File: src/include/cu_setup_defines.svh
// Widths and FIFO geometry shared by all engine blocks. The FIFO depth must be a power of two
`ifndef CU_SETUP_DEFINES_SVH
`define CU_SETUP_DEFINES_SVH

// --------------------
// Datapath widths
// --------------------
// Counter, offset and data field
`define CU_COUNT_WIDTH 32
`define CU_SHIFT_WIDTH 5
// Buffer id and burst length
`define CU_ID_WIDTH 8

// --------------------
// Request FIFO
// --------------------
`define CU_FIFO_DEPTH 16
// Engine pauses at this fill level
`define CU_FIFO_PROG_THRESH 8

// --------------------
// Cache geometry
// --------------------
`define CU_CACHE_WAYS_LOG 2
`define CU_CACHE_LINE_LOG 6

`endif

File: src/verilog/cu_setup_pkg.sv
// Engine state encoding only. The FSM falls back to RESET from any unused code
package cu_setup_pkg;

    // Serial read engine states
    typedef enum logic [3:0] {
        RESET       = 4'd0,
        IDLE        = 4'd1,
        SETUP       = 4'd2,
        START       = 4'd3,
        BUSY        = 4'd4,
        // One more request goes out on the way into PAUSE
        PAUSE_TRANS = 4'd5,
        PAUSE       = 4'd6,
        // Idle cycle before generation restarts
        BUSY_TRANS  = 4'd7,
        DONE        = 4'd8
    } setup_state_e;

endpackage : cu_setup_pkg

File: src/verilog/counter_ctrl_if.sv
// Load has priority over enable at the counter. The count is unsigned and wraps
`timescale 1ns/1ps
`include "cu_setup_defines.svh"

interface counter_ctrl_if;

    logic                       enable;
    logic                       load;
    logic [`CU_COUNT_WIDTH-1:0] load_value;
    logic [`CU_COUNT_WIDTH-1:0] stride_value;
    logic [`CU_COUNT_WIDTH-1:0] count;

    // Controller side, also watches the count for the end test
    modport ctrl (
        output enable,
        output load,
        output load_value,
        output stride_value,
        input  count
    );

    // Counter register side
    modport cnt (
        input  enable,
        input  load,
        input  load_value,
        input  stride_value,
        output count
    );

    modport view (input count);

endinterface : counter_ctrl_if

File: src/verilog/request_push_if.sv
// One entry is written per cycle with push high. Status is registered inside the FIFO
`timescale 1ns/1ps
`include "cu_setup_defines.svh"

interface request_push_if;

    logic                       push;
    logic [`CU_COUNT_WIDTH-1:0] offset;
    logic [`CU_COUNT_WIDTH-1:0] field;
    logic [`CU_ID_WIDTH-1:0]    id_buffer;
    logic [`CU_ID_WIDTH-1:0]    burst_length;
    logic                       prog_full;
    logic                       empty;

    // Request producer
    modport gen (
        output push,
        output offset,
        output field,
        output id_buffer,
        output burst_length
    );

    // Storage side
    modport fifo (
        input  push,
        input  offset,
        input  field,
        input  id_buffer,
        input  burst_length,
        output prog_full,
        output empty
    );

    // Fill level seen by the FSM
    modport status (input prog_full, input empty);

endinterface : request_push_if

File: src/verilog/setup_config_if.sv
// Fields are stable for a whole run. They change only when the FSM passes through SETUP
`timescale 1ns/1ps
`include "cu_setup_defines.svh"

interface setup_config_if;

    logic [`CU_SHIFT_WIDTH-1:0] shift_amount;
    // High selects a left shift of the count
    logic                       shift_left;
    // Cache way and line spreading, overrides the shift
    logic                       flush_mode;
    logic [`CU_ID_WIDTH-1:0]    id_buffer;
    logic [`CU_ID_WIDTH-1:0]    burst_length;

    modport src (
        output shift_amount,
        output shift_left,
        output flush_mode,
        output id_buffer,
        output burst_length
    );

    modport dst (
        input shift_amount,
        input shift_left,
        input flush_mode,
        input id_buffer,
        input burst_length
    );

endinterface : setup_config_if

File: src/verilog/cu_setup_fsm.sv
// Config is sampled while config_valid is high. A start is taken in IDLE or DONE only
`timescale 1ns/1ps
`include "cu_setup_defines.svh"

module cu_setup_fsm import cu_setup_pkg::*; (
    input  logic                       ap_clk,
    input  logic                       areset_engine,
    input  logic                       config_valid,
    input  logic                       start_in,
    input  logic [`CU_COUNT_WIDTH-1:0] start_read,
    input  logic [`CU_COUNT_WIDTH-1:0] end_read,
    input  logic [`CU_COUNT_WIDTH-1:0] stride,
    input  logic [`CU_SHIFT_WIDTH-1:0] shift_amount,
    input  logic                       shift_left,
    input  logic                       flush_mode,
    input  logic [`CU_ID_WIDTH-1:0]    id_buffer,
    input  logic [`CU_ID_WIDTH-1:0]    burst_length,
    counter_ctrl_if.ctrl               cnt_ctrl,
    setup_config_if.src                cfg,
    request_push_if.status             fifo_stat,
    output logic                       ready_out,
    output logic                       done_out,
    output logic                       gen_enable
);

    setup_state_e state;
    setup_state_e next_state;

    logic start_reg;
    logic config_valid_reg;
    logic run_done;

    // Input stage copy of the configuration
    logic [`CU_COUNT_WIDTH-1:0] in_start_read;
    logic [`CU_COUNT_WIDTH-1:0] in_end_read;
    logic [`CU_COUNT_WIDTH-1:0] in_stride;
    logic [`CU_SHIFT_WIDTH-1:0] in_shift_amount;
    logic                       in_shift_left;
    logic                       in_flush_mode;
    logic [`CU_ID_WIDTH-1:0]    in_id_buffer;
    logic [`CU_ID_WIDTH-1:0]    in_burst_length;

    // Values held for the running pass
    logic [`CU_COUNT_WIDTH-1:0] run_end_read;
    logic [`CU_COUNT_WIDTH-1:0] run_stride;

    // --------------------
    // Input registers
    // --------------------
    always_ff @(posedge ap_clk) begin
        if (areset_engine) begin
            start_reg        <= 1'b0;
            config_valid_reg <= 1'b0;
        end else begin
            start_reg        <= start_in;
            config_valid_reg <= config_valid;
        end
    end

    always_ff @(posedge ap_clk) begin
        if (config_valid) begin
            in_start_read   <= start_read;
            in_end_read     <= end_read;
            in_stride       <= stride;
            in_shift_amount <= shift_amount;
            in_shift_left   <= shift_left;
            in_flush_mode   <= flush_mode;
            in_id_buffer    <= id_buffer;
            in_burst_length <= burst_length;
        end
    end

    // Run configuration is frozen on the way through SETUP
    always_ff @(posedge ap_clk) begin
        if (state == SETUP) begin
            run_end_read     <= in_end_read;
            run_stride       <= in_stride;
            cfg.shift_amount <= in_shift_amount;
            cfg.shift_left   <= in_shift_left;
            cfg.flush_mode   <= in_flush_mode;
            cfg.id_buffer    <= in_id_buffer;
            cfg.burst_length <= in_burst_length;
        end
    end

    // --------------------
    // State machine
    // --------------------
    always_ff @(posedge ap_clk) begin
        if (areset_engine) begin
            state <= RESET;
        end else begin
            state <= next_state;
        end
    end

    // Count has reached or passed the end
    assign run_done = (cnt_ctrl.count >= run_end_read);

    always_comb begin
        next_state = state;
        case (state)
            RESET:       next_state = IDLE;
            IDLE, DONE: begin
                if (start_reg && config_valid_reg) begin
                    next_state = SETUP;
                end else begin
                    next_state = IDLE;
                end
            end
            SETUP:       next_state = START;
            START:       next_state = BUSY;
            BUSY: begin
                if (run_done) begin
                    next_state = DONE;
                end else if (fifo_stat.prog_full) begin
                    next_state = PAUSE_TRANS;
                end
            end
            PAUSE_TRANS: next_state = run_done ? DONE : PAUSE;
            PAUSE: begin
                if (run_done) begin
                    next_state = DONE;
                end else if (!fifo_stat.prog_full) begin
                    next_state = BUSY_TRANS;
                end
            end
            BUSY_TRANS:  next_state = BUSY;
            default:     next_state = RESET;
        endcase
    end

    // --------------------
    // Outputs
    // --------------------
    assign gen_enable = ((state == BUSY) || (state == PAUSE_TRANS)) && !run_done;

    // Counter loads in SETUP and steps with every generated request
    assign cnt_ctrl.load         = (state == SETUP);
    assign cnt_ctrl.load_value   = in_start_read;
    assign cnt_ctrl.enable       = gen_enable;
    assign cnt_ctrl.stride_value = run_stride;

    assign ready_out = (state == IDLE);
    // Done waits for the last queued request to leave
    assign done_out  = ((state == IDLE) || (state == DONE)) && fifo_stat.empty;

endmodule : cu_setup_fsm

File: src/verilog/cu_setup_top.sv
// Hold config_valid with start_in for one cycle at least. Request fields hold between pops
`timescale 1ns/1ps
`include "cu_setup_defines.svh"

module cu_setup_top (
    input  logic                       ap_clk,
    input  logic                       areset_engine,
    input  logic                       config_valid,
    input  logic [`CU_COUNT_WIDTH-1:0] start_read,
    input  logic [`CU_COUNT_WIDTH-1:0] end_read,
    input  logic [`CU_COUNT_WIDTH-1:0] stride,
    input  logic [`CU_SHIFT_WIDTH-1:0] shift_amount,
    input  logic                       shift_left,
    input  logic                       flush_mode,
    input  logic [`CU_ID_WIDTH-1:0]    id_buffer,
    input  logic [`CU_ID_WIDTH-1:0]    burst_length,
    input  logic                       start_in,
    input  logic                       rd_en,
    output logic                       request_valid,
    output logic [`CU_COUNT_WIDTH-1:0] request_offset,
    output logic [`CU_COUNT_WIDTH-1:0] request_field,
    output logic [`CU_ID_WIDTH-1:0]    request_id_buffer,
    output logic [`CU_ID_WIDTH-1:0]    request_burst_length,
    output logic                       ready_out,
    output logic                       done_out
);

    logic gen_enable;

    counter_ctrl_if cnt_if ();
    setup_config_if cfg_if ();
    request_push_if push_if ();

    // --------------------
    // Control
    // --------------------
    cu_setup_fsm u_fsm (
        .ap_clk        (ap_clk),
        .areset_engine (areset_engine),
        .config_valid  (config_valid),
        .start_in      (start_in),
        .start_read    (start_read),
        .end_read      (end_read),
        .stride        (stride),
        .shift_amount  (shift_amount),
        .shift_left    (shift_left),
        .flush_mode    (flush_mode),
        .id_buffer     (id_buffer),
        .burst_length  (burst_length),
        .cnt_ctrl      (cnt_if.ctrl),
        .cfg           (cfg_if.src),
        .fifo_stat     (push_if.status),
        .ready_out     (ready_out),
        .done_out      (done_out),
        .gen_enable    (gen_enable)
    );

    stride_counter u_counter (
        .ap_clk        (ap_clk),
        .areset_engine (areset_engine),
        .ctrl          (cnt_if.cnt)
    );

    // --------------------
    // Datapath
    // --------------------
    request_generator u_gen (
        .ap_clk        (ap_clk),
        .areset_engine (areset_engine),
        .gen_enable    (gen_enable),
        .cnt           (cnt_if.view),
        .cfg           (cfg_if.dst),
        .req           (push_if.gen)
    );

    request_fifo u_fifo (
        .ap_clk               (ap_clk),
        .areset_engine        (areset_engine),
        .req                  (push_if.fifo),
        .rd_en                (rd_en),
        .request_valid        (request_valid),
        .request_offset       (request_offset),
        .request_field        (request_field),
        .request_id_buffer    (request_id_buffer),
        .request_burst_length (request_burst_length)
    );

endmodule : cu_setup_top

File: src/verilog/request_fifo.sv
// Depth must be a power of two. A push while full is dropped
`timescale 1ns/1ps
`include "cu_setup_defines.svh"

module request_fifo (
    input  logic                       ap_clk,
    input  logic                       areset_engine,
    request_push_if.fifo               req,
    input  logic                       rd_en,
    output logic                       request_valid,
    output logic [`CU_COUNT_WIDTH-1:0] request_offset,
    output logic [`CU_COUNT_WIDTH-1:0] request_field,
    output logic [`CU_ID_WIDTH-1:0]    request_id_buffer,
    output logic [`CU_ID_WIDTH-1:0]    request_burst_length
);

    localparam int DEPTH   = `CU_FIFO_DEPTH;
    localparam int PTR_W   = $clog2(DEPTH);
    localparam int ENTRY_W = 2 * `CU_COUNT_WIDTH + 2 * `CU_ID_WIDTH;

    logic [ENTRY_W-1:0] mem [DEPTH];
    logic [ENTRY_W-1:0] wr_data;
    logic [PTR_W-1:0]   wr_ptr;
    logic [PTR_W-1:0]   rd_ptr;
    logic [PTR_W:0]     occupancy;
    logic               full;
    logic               wr;
    logic               rd;

    assign full          = (occupancy == (PTR_W+1)'(DEPTH));
    assign req.empty     = (occupancy == '0);
    assign req.prog_full = (occupancy >= (PTR_W+1)'(`CU_FIFO_PROG_THRESH));

    assign wr = req.push && !full;
    assign rd = rd_en && !req.empty;

    assign wr_data = {req.offset, req.field, req.id_buffer, req.burst_length};

    // --------------------
    // Pointers and fill
    // --------------------
    always_ff @(posedge ap_clk) begin
        if (areset_engine) begin
            wr_ptr    <= '0;
            rd_ptr    <= '0;
            occupancy <= '0;
        end else begin
            if (wr) begin
                wr_ptr <= wr_ptr + 1'b1;
            end
            if (rd) begin
                rd_ptr <= rd_ptr + 1'b1;
            end
            // Simultaneous push and pop leaves the fill unchanged
            case ({wr, rd})
                2'b10:   occupancy <= occupancy + 1'b1;
                2'b01:   occupancy <= occupancy - 1'b1;
                default: occupancy <= occupancy;
            endcase
        end
    end

    always_ff @(posedge ap_clk) begin
        if (wr) begin
            mem[wr_ptr] <= wr_data;
        end
    end

    // --------------------
    // Output register
    // --------------------
    always_ff @(posedge ap_clk) begin
        if (areset_engine) begin
            request_valid <= 1'b0;
        end else begin
            request_valid <= rd;
        end
    end

    always_ff @(posedge ap_clk) begin
        if (rd) begin
            {request_offset, request_field, request_id_buffer, request_burst_length}
                <= mem[rd_ptr];
        end
    end

endmodule : request_fifo

File: src/verilog/request_generator.sv
// Shifts drop bits beyond 32. Flush mode ignores the shift settings entirely
`timescale 1ns/1ps
`include "cu_setup_defines.svh"

module request_generator (
    input  logic         ap_clk,
    input  logic         areset_engine,
    input  logic         gen_enable,
    counter_ctrl_if.view cnt,
    setup_config_if.dst  cfg,
    request_push_if.gen  req
);

    localparam int WAYS_LOG = `CU_CACHE_WAYS_LOG;
    localparam int LINE_LOG = `CU_CACHE_LINE_LOG;

    logic [`CU_COUNT_WIDTH-1:0] offset_comb;
    logic [`CU_COUNT_WIDTH-1:0] flush_offset;
    logic [`CU_COUNT_WIDTH-1:0] way_bits;

    // --------------------
    // Offset calculation
    // --------------------
    // Low count bits select the way
    assign way_bits = {{(`CU_COUNT_WIDTH-WAYS_LOG){1'b0}}, cnt.count[WAYS_LOG-1:0]};

    // Remaining bits step over whole sets of lines
    assign flush_offset = ((cnt.count >> WAYS_LOG) << (LINE_LOG + WAYS_LOG))
                        | (way_bits << LINE_LOG);

    always_comb begin
        if (cfg.flush_mode) begin
            offset_comb = flush_offset;
        end else if (cfg.shift_left) begin
            offset_comb = cnt.count << cfg.shift_amount;
        end else begin
            offset_comb = cnt.count >> cfg.shift_amount;
        end
    end

    // --------------------
    // Push register
    // --------------------
    always_ff @(posedge ap_clk) begin
        if (areset_engine) begin
            req.push <= 1'b0;
        end else begin
            req.push <= gen_enable;
        end
    end

    // Payload follows the count of the generating cycle
    always_ff @(posedge ap_clk) begin
        req.offset       <= offset_comb;
        req.field        <= cnt.count;
        req.id_buffer    <= cfg.id_buffer;
        req.burst_length <= cfg.burst_length;
    end

endmodule : request_generator

File: src/verilog/stride_counter.sv
// Count steps up only. Overflow past the top of the range wraps silently
`timescale 1ns/1ps

module stride_counter (
    input  logic        ap_clk,
    input  logic        areset_engine,
    counter_ctrl_if.cnt ctrl
);

    // Load wins over a stride step in the same cycle
    always_ff @(posedge ap_clk) begin
        if (areset_engine) begin
            ctrl.count <= '0;
        end else if (ctrl.load) begin
            ctrl.count <= ctrl.load_value;
        end else if (ctrl.enable) begin
            ctrl.count <= ctrl.count + ctrl.stride_value;
        end
    end

endmodule : stride_counter
File: config.mk
export PLATFORM = sky130hd
export DESIGN_NAME = cu_setup_top
export DESIGN_NICKNAME = d
export VERILOG_FILES = /design/src/verilog/cu_setup_pkg.sv /design/src/verilog/counter_ctrl_if.sv /design/src/verilog/request_push_if.sv /design/src/verilog/setup_config_if.sv /design/src/verilog/cu_setup_fsm.sv /design/src/verilog/cu_setup_top.sv /design/src/verilog/request_fifo.sv /design/src/verilog/request_generator.sv /design/src/verilog/stride_counter.sv
export VERILOG_INCLUDE_DIRS = /design/src /design/src/include
export SDC_FILE = /design/constraint.sdc
export NUM_CORES = 2
export LEC_CHECK = 0
export BUFFER_PORTS_ARGS = -buffer_cell sky130_fd_sc_hd__buf_4
export CAP_MARGIN = 20
export CORE_MARGIN = 2
export CORE_UTILIZATION = 35
export CTS_CLUSTER_SIZE = 40
export DETAILED_ROUTE_END_ITERATION = 16
export PLACE_DENSITY_LB_ADDON = 0.2
export SYNTH_ARGS = -nofsm -noshare
export SYNTH_HDL_FRONTEND = slang
export SYNTH_SLANG_ARGS = --single-unit
File: constraint.sdc
create_clock -name ap_clk -period 14.25 [get_ports ap_clk]
set_input_delay 0.7125 -clock ap_clk [delete_from_list [all_inputs] [get_ports ap_clk]]
set_output_delay 0.7125 -clock ap_clk [all_outputs]
set_load 0.02 [all_outputs]
* Yosys cells after proc, flatten, opt, wreduce, memory -nomap -nowiden
Memory sizes are Yosys's and may differ from the RTL's. A register that Yosys moved wholly into a read port is not among the register bits. Cells that the tools add are included.
Storage, ports and cells: flip-flop bits (word level) 339, bits in latches 0, bits in writable memories 1280, ROM bits 0, bits of input ports 124, output and inout port bits 83, memories kept 1
Memory list:
- u_fifo.mem | depth 16, width 80, read ports 1, clocked after Yosys merged registers in 1, write ports 1, RTL line request_fifo.sv:21 | logic [ENTRY_W-1:0] mem [DEPTH];
Cells by class: add/sub/neg operators 5, multipliers 0, div/mod/pow operators 0, $lt $le $gt $ge 2, eq/ne operators 13, shifts and indexed selects 2, multiplexer cells 14, bitwise operators 1, reductions and logical operators 17
Operators by type and width (count):
- $mux 32 | 4
- $add 32x32->32 | 1
- $ge 32x32->1 | 1
- $or 32x8->32 | 1
- $shl 32x5->32 | 1
- $shr 32x5->32 | 1
- $pmux 4 s7 | 1
- $mux 4 | 5
- $eq 4x3->1 const B | 4
- $pmux 5 s2 | 1
- $add 4x1->4 const B | 2
- $eq 4x2->1 const B | 2
- $add 5x1->5 const B | 1
- $eq 5x5->1 const B | 1
- $ge 5x4->1 const B | 1
- $logic_and 1x1->1 | 5
- $logic_not 5->1 | 1
- $sub 5x1->5 const B | 1
- $eq 4x1->1 const B | 1
- $eq 4x4->1 const B | 1
- $logic_not 4->1 | 1
- $reduce_bool 2->1 | 2
- $reduce_or 2->1 | 2
- $logic_not 1->1 | 3
- other kinds (8) | 10

* Longest topological paths before layout
depth in word-level cells 5, mapped depth 13, mapped depth without buffers 12

* Hierarchy
From an unflattened synthesis, not the netlist that was laid out.
Unflattened totals: cell total of the unflattened synthesis 3571, area total of the unflattened synthesis 67915.1 µm²
Modules (own cells, without submodules):
- request_fifo | times used 1, cells an instance 2138, area an instance 50960.1 µm²
- cu_setup_fsm | times used 1, cells an instance 357, area an instance 7342.0 µm²
- request_generator | times used 1, cells an instance 647, area an instance 6356.1 µm²
- stride_counter | times used 1, cells an instance 429, area an instance 3256.9 µm²

* Worst setup path after synthesis
Ideal clock, no wire load.
path type register to register, from register u_fifo.occupancy[0], to memory u_fifo.mem[3][0] (netlist bit), enable pin, setup time 0.616 ns, arrival time 6.468 ns, data required time 13.634 ns, path slack 7.165 ns, cell stages (with the launch flop) 6, path buffers 1, period minus slack after synthesis 7.085 ns, path through dfxtp_1 or4_1 o21a_1 clkbuf_1 nand2_1 nor3_1
On the way: word-level cells in the longest chain between the ends 5
RTL lines:
- from (decl) | RTL line request_fifo.sv:25 | logic [PTR_W:0] occupancy;
- from (signal assigned) | RTL line request_fifo.sv:56 | 2'b10: occupancy <= occupancy + 1'b1;
- from (signal assigned) | RTL line request_fifo.sv:57 | 2'b01: occupancy <= occupancy - 1'b1;
- from (signal assigned) | RTL line request_fifo.sv:58 | default: occupancy <= occupancy;
- $eq 5x5->1 | RTL line request_fifo.sv:30 | assign full = (occupancy == (PTR_W+1)'(DEPTH));
- $logic_not 1->1 | RTL line request_fifo.sv:34 | assign wr = req.push && !full;
- $logic_and 1x1->1 | RTL line request_fifo.sv:34
- $mux 1 | RTL line request_fifo.sv:64 | if (wr) begin
- $mux 1 (implied by the code) | RTL line request_fifo.sv:65 | mem[wr_ptr] <= wr_data;
- to (decl) | RTL line request_fifo.sv:21
Every way passes these cells.

==> flow_summary.toml <==
[global_routing]
overflow = 0
grt_pass1_wl_um = 247000
grt_usage_pct = 17.8
grt_pass1_vias = 34087
use_met1_pct = 25.1
antenna_found_initial = 22
use_met2_pct = 28.4
grt_use_met3_pct = 3.00
grt_max_degree = 137
busiest_layer = "met2"

[die]
floorplan.initialDensity_pct = 35.2
row_count = 160
die_area_um2 = 194000
core_um2 = 190000
io_pins = 207
die_y_um = 441
fp.dieW_um = 441

[finish]
top_register = "u_fifo.mem"
final_cell_mix = "edfxtp_1 (1566), mux4_2 (456), buf_4 (289), clkbuf_16 (178), nor2_1 (151)"
drive_gt1_share_pct = 28.0
syn2layout_area_growth_pct = 16.2
largest_register_ffs = 1280
n_fill_cell = 16581
design_area_um2 = 77600
nNetsFinal = 3801
final_common_cell = "edfxtp_1"
post-route-util_pct = 40.9

[setup_path]
cp_data_arrival_time_ns = 4.60
ff2ff_path_depth = 4
crit_required_ns = 14.80
start_kind = "register"
crit_fanout = 44
worstSetupEndpointType = "register"
critPathKind = "register to register"
worst_r2r_endpoint = "u_fifo.request_field[10]"
r2r-start = "u_fifo.rd_ptr[0]"
r2r_setup_slack_ns = 10.20
cp-startpoint = "u_fifo.rd_ptr[0]"

[placement]
place_ws_ns = 10.09
gp_congestion = 0.835
place_area_um2 = 71600
io_buffers = 206
place_hpwl_um = 94100

[run_status]
status = "finished clean"

[hold_path]
min_path_type = "input pin to register"
worstHoldEndpoint = "u_fsm.in_stride[6]"
min-delay-start = "stride[6]"
whs_path_depth = 1

[yosys]
synthMuxAreaShare_pct = 16.7
synth_adder_area_share_pct = 1.42
synth_top_family_by_area = "multiplexers"
synth-simple-area-share_pct = 2.43
synth_warnings = 0
synth_cells = 3286
synth_cell_types = 70
synth-compound-area-share_pct = 3.09
synthFlopType = "edfxtp_1"
synth_fp_nets = 3484
async_flop_share_pct = 0
synth_area_um2 = 66800
synthXorXnorAreaFrac_pct = 0.433
synth_edf_count = 1566
syn_avg_cell_area_um2 = 20.3
synth-seq-cells = 1699
yosysSeqAreaShare_pct = 74.4

[clock_network]
cts.sink_count = 1699
htreeDepth = 4
root_buffer = "clkbuf_16"
tritoncts = "yes"
ctsResizeCount = 0
insertion_delay_ns = 0.83
clock_path_buffers = 3
cts_buffers = 177
clk_pin_slew_worst_paths_ns = 0.08

[timing]
fmax_ghz = 0.247
period_share_pct = 28.4
tightestPinTransition_ns = 1.17
rsz0062_at_grt = "no"
tns_ns = 0
hold_viol_final = 0
slew_headroom_pct = 22.1
fin_skew_ns = 0.0673
finalWorstSetupSlack_ns = 10.20
slew_violations = 0
setup_viol = 0
layout_min_cycle_time_ns = 4.05

[routing]
ant_nets = 0
wire_per_inst_um = 27.6
drt-pass1-iter-count = 6
drc_errors = 0
num_vias = 32996
routed_wl_um = 173000
dr.first_iter.drc_count = 3131
viasPerCell = 5.26

[power]
peakVddDrop_uv = 90.4
power.density_nw_per_um2 = 132
power.leakage_uw = 0.0250

[job]
drv_cap = 0
kinds of logic (layout without fill, tap and decap cells):
logic type,after synthesis,in the layout
XOR/XNOR,33,33
other,0,3
flip-flops,1699,1699
AO/OA/AOI/OAI,318,318
adder cells (fa/ha/maj),75,75
buffers and inverters,247,716
multiplexers,546,546
AND/OR/NAND/NOR,368,368
through the flow:
| step | instances | total power [uW] | hold WS (ns) |
|---|---|---|---|
| global route | 6266 | 10600 | 0.0150 |
| global placement | 5917 | 5730 | 0.325 |
| CTS | 6265 | 10300 | 0.000511 |
| finish | 6269 | 10200 | 0.0647 |
| floorplan | 3286 | 5640 | 0.323 |
| detailed placement | 5917 | 5730 | 0.327 |
worst max-delay path by stage:
stage,end,slack (ns),cells past startpoint
global route,u_fifo.request_field[10],9.84,4
floorplan,u_fifo.mem[3][0],7.17,5
CTS,u_fifo.request_field[10],10.06,4
finish,u_fifo.request_field[10],10.20,4
global placement,u_fifo.request_field[6],10.12,4
detailed placement,u_fifo.request_field[10],10.09,4
metal layers:
metal	vias up	wire, um	part of all wire, %
met4	2	4300	2.5
met3	259	9970	5.8
met1	17449	75900	44
li1	14187	-	-
met2	1099	83000	48
met5	-	10	0.0058
cells in the mapped netlist, types with 11 or more instances:
| master | instances | share of area, % |
|---|---|---|
| edfxtp_1 | 1566 | 70 |
| mux4_2 | 456 | 15 |
| nor2_1 | 163 | 0.92 |
| dfxtp_1 | 133 | 4.0 |
| clkbuf_1 | 104 | 0.58 |
| nand2_1 | 102 | 0.57 |
| a21oi_1 | 97 | 0.73 |
| mux2i_1 | 77 | 1.2 |
| inv_1 | 73 | 0.41 |
| ha_1 | 72 | 1.3 |
| o21ai_0 | 66 | 0.49 |
| buf_2 | 36 | 0.27 |
| a211oi_1 | 35 | 0.39 |
| buf_1 | 25 | 0.14 |
| nor3_1 | 24 | 0.18 |
| a21o_1 | 20 | 0.22 |
| xnor2_1 | 20 | 0.26 |
| nand3_1 | 17 | 0.13 |
| o22ai_1 | 15 | 0.14 |
| xor2_1 | 13 | 0.17 |
| mux2_2 | 12 | 0.20 |
| or3_1 | 12 | 0.11 |
| nor2b_1 | 11 | 0.10 |
power by group:
| part | leakage [uW] | internal (uW) | switching, uW |
|---|---|---|---|
| clock | 0.00282 | 2630 | 1960 |
| combinational | 0.00670 | 71.6 | 83.0 |
| sequential | 0.0155 | 5440 | 34.5 |
| total | 0.0250 | 8140 | 2080 |
what timing repair did:
action / 4_1_cts / 5_1_grt
hold buffers: 17 / 0
endpoints found under the setup margin: 0 / 0
endpoints found under the hold margin: 17 / 0
buffers inserted: 0 / 0
layout make-up:
type,count,area (um2),share of cell area [%]
diodes,3,7.51,0.00967
clock buffers,254,4930,6.35
clock inverters,77,926,1.19
inverters,76,293,0.377
multi-input cells,1340,16200,20.9
flip-flops and latches,1699,49700,64.0
well taps,2511,3140,4.05
repair buffers,309,2400,3.09
critical path, stage by stage (launching register included):
cell and delay (ns):
dfxtp_4 0.94, buf_4 0.83, buf_4 0.78, mux4_2 0.59, mux4_2 0.47
Note: power is estimated with default switching activity, not from simulation.
